**src/common/centipede_io_pkg.sv**
```systemverilog
// **********************************************************************
// centipede io package
// address map, bus widths and the decoded region type shared by the
// player input, option switch and output latch blocks
// **********************************************************************

package centipede_io_pkg;

   // processor side bus
   localparam int ADDR_W = 14;
   localparam int DATA_W = 8;

   // mini-trackball
   localparam int TB_COUNT_W = 4;
   // axis 0 is horizontal, axis 1 is vertical
   localparam int NUM_AXES = 2;

   // the region is picked by the 1 KB block number in address bits 13..10
   localparam int BLOCK_LSB = 10;
   localparam int BLOCK_W = ADDR_W - BLOCK_LSB;

   // region base addresses
   localparam logic [ADDR_W-1:0] SWITCH_BASE = 14'h0800;
   localparam logic [ADDR_W-1:0] INPUT_BASE = 14'h0C00;
   localparam logic [ADDR_W-1:0] OUTLATCH_BASE = 14'h1C00;
   localparam logic [ADDR_W-1:0] STEERCLR_BASE = 14'h2400;

   // option switches and player inputs are read only,
   // the output latch and steering clear are write only
   typedef enum logic [2:0]
   {
      REG_NONE = 3'd0,
      REG_SWITCH = 3'd1,
      REG_INPUT = 3'd2,
      REG_OUTLATCH = 3'd3,
      REG_STEERCLR = 3'd4
   } io_region_e;

   typedef logic [TB_COUNT_W-1:0] tb_count_t;
   typedef logic [DATA_W-1:0] io_byte_t;

endpackage

```
**src/source/io_addr_decode.sv**
```systemverilog
// **********************************************************************
// io address decoder
// maps the APB address onto the io regions and qualifies it with the
// bus phase to form the write strobes and the slave error
// **********************************************************************

`timescale 1ns/1ns

module io_addr_decode
   import centipede_io_pkg::*;
(
   input logic [ADDR_W-1:0] paddr_i,
   input logic psel_i,
   input logic penable_i,
   input logic pwrite_i,
   output io_region_e rd_region_o,
   output logic steer_clr_o,
   output logic latch_we_o,
   output logic pslverr_o
);

   logic [BLOCK_W-1:0] block;
   io_region_e region;
   logic access;
   logic read_only;
   logic write_only;
   logic bad_access;

   assign block = paddr_i[ADDR_W-1:BLOCK_LSB];

   // one decoded region per 1 KB block
   always_comb
   begin
      case (block)
         SWITCH_BASE[ADDR_W-1:BLOCK_LSB]: region = REG_SWITCH;
         INPUT_BASE[ADDR_W-1:BLOCK_LSB]: region = REG_INPUT;
         OUTLATCH_BASE[ADDR_W-1:BLOCK_LSB]: region = REG_OUTLATCH;
         STEERCLR_BASE[ADDR_W-1:BLOCK_LSB]: region = REG_STEERCLR;
         default: region = REG_NONE;
      endcase
   end

   assign rd_region_o = region;

   // access phase of a zero wait state transfer
   assign access = psel_i & penable_i;

   assign read_only = (region == REG_SWITCH) || (region == REG_INPUT);
   assign write_only = (region == REG_OUTLATCH) || (region == REG_STEERCLR);

   // unmapped block or wrong direction for the region
   assign bad_access = (region == REG_NONE) ||
                       (!pwrite_i && write_only) ||
                       (pwrite_i && read_only);

   assign pslverr_o = access & bad_access;

   // write strobes only ever fire for a valid write
   assign steer_clr_o = access & pwrite_i & (region == REG_STEERCLR);
   assign latch_we_o = access & pwrite_i & (region == REG_OUTLATCH);

endmodule

```
**src/trakball/trakball_input_select.sv**
```systemverilog
// **********************************************************************
// trackball input select
// synchronises the eight trackball lines, picks one player by the flip
// bit and turns each selected clock edge into a single step pulse
// **********************************************************************

`timescale 1ns/1ns

module trakball_input_select
   import centipede_io_pkg::*;
#(
   parameter int SYNC_STAGES = 2
)
(
   input logic s_6mhz,
   input logic reset,
   input logic [7:0] trakball_i,
   input logic flip_i,
   output logic [NUM_AXES-1:0] axis_step_o,
   output logic [NUM_AXES-1:0] axis_dir_o
);

   logic [7:0] sync_q [SYNC_STAGES];
   logic [7:0] tb_sync;
   logic [NUM_AXES-1:0] sel_ck;
   logic [NUM_AXES-1:0] sel_dir;
   logic [NUM_AXES-1:0] ck_q;

   // board edge lines are asynchronous to s_6mhz
   always_ff @(posedge s_6mhz or posedge reset)
   begin
      if (reset)
      begin
         for (int i = 0; i < SYNC_STAGES; i++)
            sync_q[i] <= '0;
      end
      else
      begin
         sync_q[0] <= trakball_i;
         for (int i = 1; i < SYNC_STAGES; i++)
            sync_q[i] <= sync_q[i-1];
      end
   end

   assign tb_sync = sync_q[SYNC_STAGES-1];

   // bit order: 7 p1 h dir, 6 p2 h dir, 5 p1 h ck, 4 p2 h ck,
   // 3 p1 v dir, 2 p2 v dir, 1 p1 v ck, 0 p2 v ck
   // flip high hands the trackball to player 1
   assign sel_dir = flip_i ? {tb_sync[3], tb_sync[7]} : {tb_sync[2], tb_sync[6]};
   assign sel_ck = flip_i ? {tb_sync[1], tb_sync[5]} : {tb_sync[0], tb_sync[4]};

   always_ff @(posedge s_6mhz or posedge reset)
   begin
      if (reset)
         ck_q <= '0;
      else
         ck_q <= sel_ck;
   end

   // rising edge of the selected clock line
   assign axis_step_o = sel_ck & ~ck_q;
   assign axis_dir_o = sel_dir;

endmodule

```
**src/trakball/trakball_axis_counter.sv**
```systemverilog
// **********************************************************************
// trackball axis counter
// 4-bit up/down position count for one axis plus its direction flag,
// cleared by a steering clear write
// **********************************************************************

`timescale 1ns/1ns

module trakball_axis_counter
   import centipede_io_pkg::*;
(
   input logic s_6mhz,
   input logic reset,
   input logic step_i,
   input logic dir_i,
   input logic clear_i,
   output tb_count_t count_o,
   output logic dir_o
);

   tb_count_t count_q;
   logic dir_q;

   always_ff @(posedge s_6mhz or posedge reset)
   begin
      if (reset)
      begin
         count_q <= '0;
         dir_q <= 1'b0;
      end
      else if (clear_i)
      begin
         // clear beats a step in the same cycle, flag is kept
         count_q <= '0;
      end
      else if (step_i)
      begin
         dir_q <= dir_i;
         // wraps modulo 16 in both directions
         if (dir_i)
            count_q <= count_q + 1'b1;
         else
            count_q <= count_q - 1'b1;
      end
   end

   assign count_o = count_q;
   assign dir_o = dir_q;

endmodule

```
**src/source/io_read_mux.sv**
```systemverilog
// **********************************************************************
// io read multiplexer
// builds the read byte from the player buttons, joystick, option
// switches and the two trackball axes
// **********************************************************************

`timescale 1ns/1ns

module io_read_mux
   import centipede_io_pkg::*;
(
   input io_region_e rd_region_i,
   input logic [1:0] paddr_i,
   input logic [9:0] playerinput_i,
   input logic [7:0] joystick_i,
   input logic [7:0] sw1_i,
   input logic [7:0] sw2_i,
   input tb_count_t count_i [NUM_AXES],
   input logic [NUM_AXES-1:0] dir_i,
   output io_byte_t prdata_o
);

   io_byte_t in_byte0;
   io_byte_t in_byte1;
   io_byte_t in_byte2;
   io_byte_t input_byte;
   io_byte_t switch_byte;

   // horizontal axis with self-test and cocktail, vblank reads as zero
   assign in_byte0 = {dir_i[0], 1'b0, playerinput_i[6], playerinput_i[5], count_i[0]};

   // coin r, coin c, coin l, slam, fire2, fire1, start2, start1
   assign in_byte1 = {playerinput_i[9], playerinput_i[8], playerinput_i[7],
                      playerinput_i[4], playerinput_i[1], playerinput_i[0],
                      playerinput_i[3], playerinput_i[2]};

   // vertical axis
   assign in_byte2 = {dir_i[1], 3'b000, count_i[1]};

   always_comb
   begin
      case (paddr_i)
         2'd0: input_byte = in_byte0;
         2'd1: input_byte = in_byte1;
         2'd2: input_byte = in_byte2;
         default: input_byte = joystick_i;
      endcase
   end

   assign switch_byte = paddr_i[0] ? sw2_i : sw1_i;

   // write only and unmapped regions read back zero
   always_comb
   begin
      case (rd_region_i)
         REG_INPUT: prdata_o = input_byte;
         REG_SWITCH: prdata_o = switch_byte;
         default: prdata_o = '0;
      endcase
   end

endmodule

```
**src/source/coin_led_latch.sv**
```systemverilog
// **********************************************************************
// coin and led output latch
// 8-bit addressable latch holding flip, four leds and the coin counters
// **********************************************************************

`timescale 1ns/1ns

module coin_led_latch
(
   input logic s_6mhz,
   input logic reset,
   input logic we_i,
   input logic [2:0] bit_sel_i,
   input logic bit_i,
   output logic flip_o,
   output logic [3:0] led_o,
   output logic [2:0] coin_ctr_o
);

   logic [7:0] cc_latch;

   // one bit per write, picked by the low address bits
   always_ff @(posedge s_6mhz or posedge reset)
   begin
      if (reset)
         cc_latch <= '0;
      else if (we_i)
         cc_latch[bit_sel_i] <= bit_i;
   end

   // bit 7 flip, bits 6..3 led 4..1
   assign flip_o = cc_latch[7];
   assign led_o = cc_latch[6:3];
   // right, centre, left coin counters
   assign coin_ctr_o = cc_latch[2:0];

endmodule

```
**src/source/centipede_io_top.sv**
```systemverilog
// **********************************************************************
// centipede io top level
// APB view of the player inputs, option switches, mini-trackball
// counters and the coin/led output latch
// **********************************************************************

`timescale 1ns/1ns

module centipede_io_top
   import centipede_io_pkg::*;
#(
   parameter int SYNC_STAGES = 2
)
(
   input logic s_6mhz,
   input logic reset,
   input logic [ADDR_W-1:0] paddr_i,
   input logic psel_i,
   input logic penable_i,
   input logic pwrite_i,
   input logic [DATA_W-1:0] pwdata_i,
   output io_byte_t prdata_o,
   output logic pready_o,
   output logic pslverr_o,
   input logic [9:0] playerinput_i,
   input logic [7:0] joystick_i,
   input logic [7:0] sw1_i,
   input logic [7:0] sw2_i,
   input logic [7:0] trakball_i,
   output logic flip_o,
   output logic [3:0] led_o,
   output logic [2:0] coin_ctr_o
);

   io_region_e rd_region;
   logic steer_clr;
   logic latch_we;
   logic flip;
   logic [NUM_AXES-1:0] axis_step;
   logic [NUM_AXES-1:0] axis_dir;
   logic [NUM_AXES-1:0] count_dir;
   tb_count_t axis_count [NUM_AXES];

   // zero wait states
   assign pready_o = 1'b1;

   io_addr_decode u_decode
   (
      .paddr_i(paddr_i),
      .psel_i(psel_i),
      .penable_i(penable_i),
      .pwrite_i(pwrite_i),
      .rd_region_o(rd_region),
      .steer_clr_o(steer_clr),
      .latch_we_o(latch_we),
      .pslverr_o(pslverr_o)
   );

   trakball_input_select #(.SYNC_STAGES(SYNC_STAGES)) u_tb_select
   (
      .s_6mhz(s_6mhz),
      .reset(reset),
      .trakball_i(trakball_i),
      .flip_i(flip),
      .axis_step_o(axis_step),
      .axis_dir_o(axis_dir)
   );

   for (genvar a = 0; a < NUM_AXES; a++)
   begin : g_axis
      trakball_axis_counter u_axis
      (
         .s_6mhz(s_6mhz),
         .reset(reset),
         .step_i(axis_step[a]),
         .dir_i(axis_dir[a]),
         .clear_i(steer_clr),
         .count_o(axis_count[a]),
         .dir_o(count_dir[a])
      );
   end

   io_read_mux u_read_mux
   (
      .rd_region_i(rd_region),
      .paddr_i(paddr_i[1:0]),
      .playerinput_i(playerinput_i),
      .joystick_i(joystick_i),
      .sw1_i(sw1_i),
      .sw2_i(sw2_i),
      .count_i(axis_count),
      .dir_i(count_dir),
      .prdata_o(prdata_o)
   );

   // the data bit comes from bus bit 7
   coin_led_latch u_latch
   (
      .s_6mhz(s_6mhz),
      .reset(reset),
      .we_i(latch_we),
      .bit_sel_i(paddr_i[2:0]),
      .bit_i(pwdata_i[7]),
      .flip_o(flip),
      .led_o(led_o),
      .coin_ctr_o(coin_ctr_o)
   );

   assign flip_o = flip;

endmodule

```
**config.mk**
```make
export PLATFORM = sky130hd
export DESIGN_NAME = centipede_io_top
export DESIGN_NICKNAME = d
export VERILOG_FILES = /design/src/common/centipede_io_pkg.sv /design/src/source/io_addr_decode.sv /design/src/trakball/trakball_input_select.sv /design/src/trakball/trakball_axis_counter.sv /design/src/source/io_read_mux.sv /design/src/source/coin_led_latch.sv /design/src/source/centipede_io_top.sv
export SDC_FILE = /design/constraint.sdc
export NUM_CORES = 1
export LEC_CHECK = 0
export BUFFER_PORTS_ARGS = -buffer_cell sky130_fd_sc_hd__buf_2
export CAP_MARGIN = 20
export CORE_MARGIN = 2
export CORE_UTILIZATION = 30
export CTS_BUF_LIST = sky130_fd_sc_hd__clkbuf_4
export CTS_CLUSTER_DIAMETER = 100
export DETAILED_ROUTE_END_ITERATION = 10
export GPL_TIMING_DRIVEN = 0
export PLACE_DENSITY = 0.64
export SLEW_MARGIN = 10
export SYNTH_ARGS = -nofsm -noshare
export SYNTH_HDL_FRONTEND = slang
export SYNTH_SLANG_ARGS = --single-unit
```
**constraint.sdc**
```tcl
create_clock -name s_6mhz -period 3.98 [get_ports s_6mhz]
set_clock_uncertainty 0.1 [all_clocks]
set_input_delay 0.398 -clock s_6mhz [delete_from_list [all_inputs] [get_ports s_6mhz]]
set_output_delay 0.398 -clock s_6mhz [all_outputs]
set_load 0.1 [all_outputs]
```
==> metrics list <==
- Result of the run: completed
- Detailed routing placed a total of 1889 um of wire on met2.
- OpenSTA, run right after detailed placement, puts the worst setup slack at 1434 ps.
- Slowest stage cell on the critical path: sky130_fd_sc_hd__buf_2
* Post-Synth XOR/XNOR Area: 1.879%
- Cell-by-cell listing of the critical path: buf_2 > clkbuf_1 > buf_2 > a22oi_1 > o22ai_1 > buf_2
- Required time of the critical path: 3480 ps
- Reg clk slew, reported paths: 90 ps
* Combinational family with the most area after synthesis: multiplexers
* Height of the chip: 82.83 um
- The finished cells cover 0.002349 mm^2.
- For hold timing, the worst endpoint is u_tb_select.sync_q[10].
- Total power of the final layout: 0.9547 mW
* Power per cell area: 406.5 mW/mm^2
* Met1 Wirelength: 1836 um
- Cells after Synth: 165
- From synthesis to final layout, the design area changed by 25.97%.
- Sequential elements use 48.32% of the synthesized area.
- Worst setup EP type: primary output
- In this run the critical register-to-register path is launched from u_latch.cc_latch[7].
- Period utilisation layout: 63.36%
- The total count of hold-check failures in the final report came to 0.
* Mean area per synthesized cell: 11.30 um^2
- Of the post-synthesis cell area, the part taken by muxes is 18.66%.
- Synth Area in Compound Gates: 9.664%
- After floorplanning, the core was divided into 28 placement rows.
- Hold path cells: 1
- Starting density of the core: 31.30%
- After global routing the overflow that remains totals 0.
* Final count of pins violating max slew: 0
- After routing, the total negative slack on setup checks comes to 0 ps.
- Buffer depth of the longest clock path: 2
* X dimension of the die: 82.83 um
- The first global-routing pass estimated 7169 um of wire.
- Area of placed instances: 0.002303 mm^2
- Distinct cells, synth: 32
- Post-detailed-routing wire length: 4099 um
- Adder-cell share of the synthesized area: 4.832%
- For this design, the sink count on the clock tree is 36.
* Antenna violation net count after detailed routing: 0
- In the routed design, unresolved DRC markers number 0.
* Number of nets at the end of the flow: 316
- The synthesized netlist occupies a cell area of 0.001864 mm^2.
* Routed wire length on met3: 336 um
- The number of global-route vias before repair came to 1542.
- The number of antenna violations at the first check in global routing is 0.
- In the routed layout, each cell is associated on average with a via count of 4.867.
- After layout, the minimum clock period comes to 2522 ps.
- The setup path with the least slack is of type in -> out.
* Synthesized-area fraction occupied by and/or/nand/nor cells: 11.88%
- For the pin with the worst max-slew slack, the measured transition is 739.3 ps.
- The kind of cell with the highest combined delay along the critical path is buffers and inverters.
- The tool flagged a number of max-cap violations equal to 0.
- Overall via count from detail_route: 1538
* Insertion delay of the later-clocked pin in the worst-skew pair: 330 ps
* Deepest level of the CTS H-tree: 2
- Setup slack closes at 1458 ps.
- In this design, the stage delay of the slowest critical-path cell is 450 ps.
- Overall die area: 0.006861 mm^2
* Num CTS Buffers: 5
- Uppermost signal routing layer after detailed routing: met4
- Port Buffer Count: 69
- The first detailed-routing pass took 4 iterations.
- CTS placed an instance of sky130_fd_sc_hd__clkbuf_4 at the clock tree root.
- Largest fanout of any net on the critical path: 10
- For this design the static power due to leakage is 1.167 nW.
- Antenna diode count: 0
- Flip-flop and latch count after synthesis: 36
- In this run the critical register-to-register path is captured at g_axis[0].u_axis.count_o[3].
* Most frequent cell on the critical path: sky130_fd_sc_hd__buf_2
- The setup check on the worst reg-to-reg path leaves a slack of 1540 ps.
* Cts repair resizes: 0
* Core outline area: 0.005956 mm^2
* Sum of net half-perimeters after detailed placement: 3217 um
* Hold_buf cts: 0
- The number of nets handed over by synthesis was 240.
- Entering global routing, the biggest net connects 37 pins.
* Overall Global Routing Usage: 12.85%
- Post-CTS timing repair inserted 0 buffers for setup.
* HP Class: in -> reg
- In this run the most critical hold path is launched from trakball_i[2].
* Startpoint Class: input pin
- Arrival time at the worst endpoint: 2020 ps
- Derived from the worst setup path, the maximum achievable clock frequency is 0.3966 GHz.
- Per-cell routed wire length: 12.97 um
* Ratio of cells with drive above 1 in the final layout: 40.25%
- 87 I/O pins were placed.
- Setup repair after global routing left no endpoint under its margin.
* Number of warnings reported in the yosys synthesis log: 0
* Rel. slew slack: 50.64%
* Number of cells on the worst reg-to-reg path: 7
* Final setup fails: 0
* DR iter-0 viols: 46
* Placer's final routability congestion estimate: 0.7987
* IR drop worst, VDD: 0.1397 mV
- The critical path contains buffers and inverters numbering 4 combined.
* Clock tree from TritonCTS: done
[through the flow]
step	hold WS, ps	utilization (%)	cells
2_1_floorplan	231.2	-	165
6_report	75.12	39.43	316
4_1_cts	48.19	39.43	316
3_5_place_dp	234.7	38.68	309
5_1_grt	29.42	39.43	316
3_3_place_gp	232.9	38.68	309
[registers in the layout, summed over array words and instances (netlist names)]
| register | flops |
|---|---|
| g_axis.u_axis.count_o | 8 |
| u_latch.cc_latch | 8 |
| u_tb_select.sync_q | 8 |
| u_tb_select.tb_sync | 8 |
| g_axis.u_axis.dir_o | 2 |
| u_tb_select.ck_q | 2 |
[cells in the final DEF, fill, tap and decap left out, types with 2 or more instances in the layout]
cell type,netlist,final
sky130_fd_sc_hd__o21ai_0,2,2
sky130_fd_sc_hd__ha_1,4,4
sky130_fd_sc_hd__or2_4,2,2
sky130_fd_sc_hd__nand3b_1,3,3
sky130_fd_sc_hd__mux4_2,5,5
sky130_fd_sc_hd__clkbuf_1,5,5
sky130_fd_sc_hd__nor3b_1,4,4
sky130_fd_sc_hd__mux2_2,12,12
sky130_fd_sc_hd__nand2_1,10,10
sky130_fd_sc_hd__inv_1,13,12
sky130_fd_sc_hd__and3_1,2,2
sky130_fd_sc_hd__o31ai_1,4,4
sky130_fd_sc_hd__o22ai_1,8,8
sky130_fd_sc_hd__a211oi_1,3,3
sky130_fd_sc_hd__nor3_1,2,2
sky130_fd_sc_hd__fa_1,2,2
sky130_fd_sc_hd__nor2_1,9,9
sky130_fd_sc_hd__dfrtp_1,36,36
sky130_fd_sc_hd__buf_2,2,71
sky130_fd_sc_hd__clkbuf_4,0,5
sky130_fd_sc_hd__a22oi_1,2,2
sky130_fd_sc_hd__or4_1,2,2
sky130_fd_sc_hd__xnor2_1,4,4
sky130_fd_sc_hd__mux2i_1,10,10
sky130_fd_sc_hd__clkinv_1,0,2
sky130_fd_sc_hd__a21oi_1,9,9
sky130_fd_sc_hd__nand3_1,3,3
[cells by family after synthesis]
kind of cell	after synthesis
AO/OA/AOI/OAI	29
XOR/XNOR	4
adder cells (fa/ha/maj)	6
buffers and inverters	21
flip-flops	36
multiplexers	27
other	1
AND/OR/NAND/NOR	41
[worst max path at each step]
| stage | startpoint | end | cells after the start |
|---|---|---|---|
| 5_1_grt | paddr_i[1] | prdata_o[0] | 6 |
| 6_report | paddr_i[0] | prdata_o[5] | 6 |
| 4_1_cts | paddr_i[0] | prdata_o[5] | 6 |
| 3_5_place_dp | paddr_i[0] | prdata_o[5] | 6 |
| 2_1_floorplan | paddr_i[13] | pslverr_o | 3 |
| 3_3_place_gp | paddr_i[1] | prdata_o[0] | 6 |
[final cells by class]
class | count | area, um^2
plain buffers | 8 | 36.28
inverters | 13 | 48.80
clock buffers | 5 | 37.54
flip-flops and latches | 36 | 900.9
clock inverters | 2 | 7.507
fillers | 619 | 3607
repair buffers | 69 | 345.3
multi-input cells | 108 | 878.3
well taps | 75 | 93.84
[cell usage after synthesis (all sizes together)]
master / count / area, um^2
nor2: 9 / 33.78
inv: 13 / 48.80
mux4: 5 / 112.6
dfrtp: 36 / 900.9
conb: 1 / 3.750
a21o: 1 / 7.510
nand3: 3 / 15.01
or4: 2 / 15.01
nand3b: 3 / 22.52
a211oi: 3 / 22.52
a21oi: 9 / 45.04
mux2i: 10 / 100.1
o21ai: 2 / 10.01
ha: 4 / 50.05
mux2: 12 / 135.1
o31ai: 4 / 30.03
nand2: 10 / 37.54
nand2b: 1 / 6.260
a22oi: 2 / 15.01
nor3b: 4 / 30.03
fa: 2 / 40.04
nand4: 1 / 6.260
or3: 1 / 6.260
nor3: 2 / 10.01
and3: 2 / 12.51
o22ai: 8 / 50.05
nor4b: 1 / 8.760
clkbuf: 5 / 18.77
buf: 3 / 17.52
xnor2: 4 / 35.03
or2: 2 / 17.52
[power by group]
part | switching (mW) | internal, mW
clock | 0.109 | 0.0616
sequential | 0.0566 | 0.419
combinational | 0.164 | 0.144
[per-layer routing]
layer	GRT usage (%)	vias to the layer above
met3	4.573	5
met2	21.55	72
met5	0	-
met4	3.577	0
li1	-	745
met1	15.65	716
[worst reg2reg max path, stage by stage, from the launching register on]
cell and delay [ps]:
sky130_fd_sc_hd__dfrtp_1 510, sky130_fd_sc_hd__mux2_2 410, sky130_fd_sc_hd__inv_1 140, sky130_fd_sc_hd__ha_1 290
sky130_fd_sc_hd__a21oi_1 190, sky130_fd_sc_hd__a21oi_1 100, sky130_fd_sc_hd__or4_1 470, sky130_fd_sc_hd__a21oi_1 150
(Power assumes the default switching activity.)
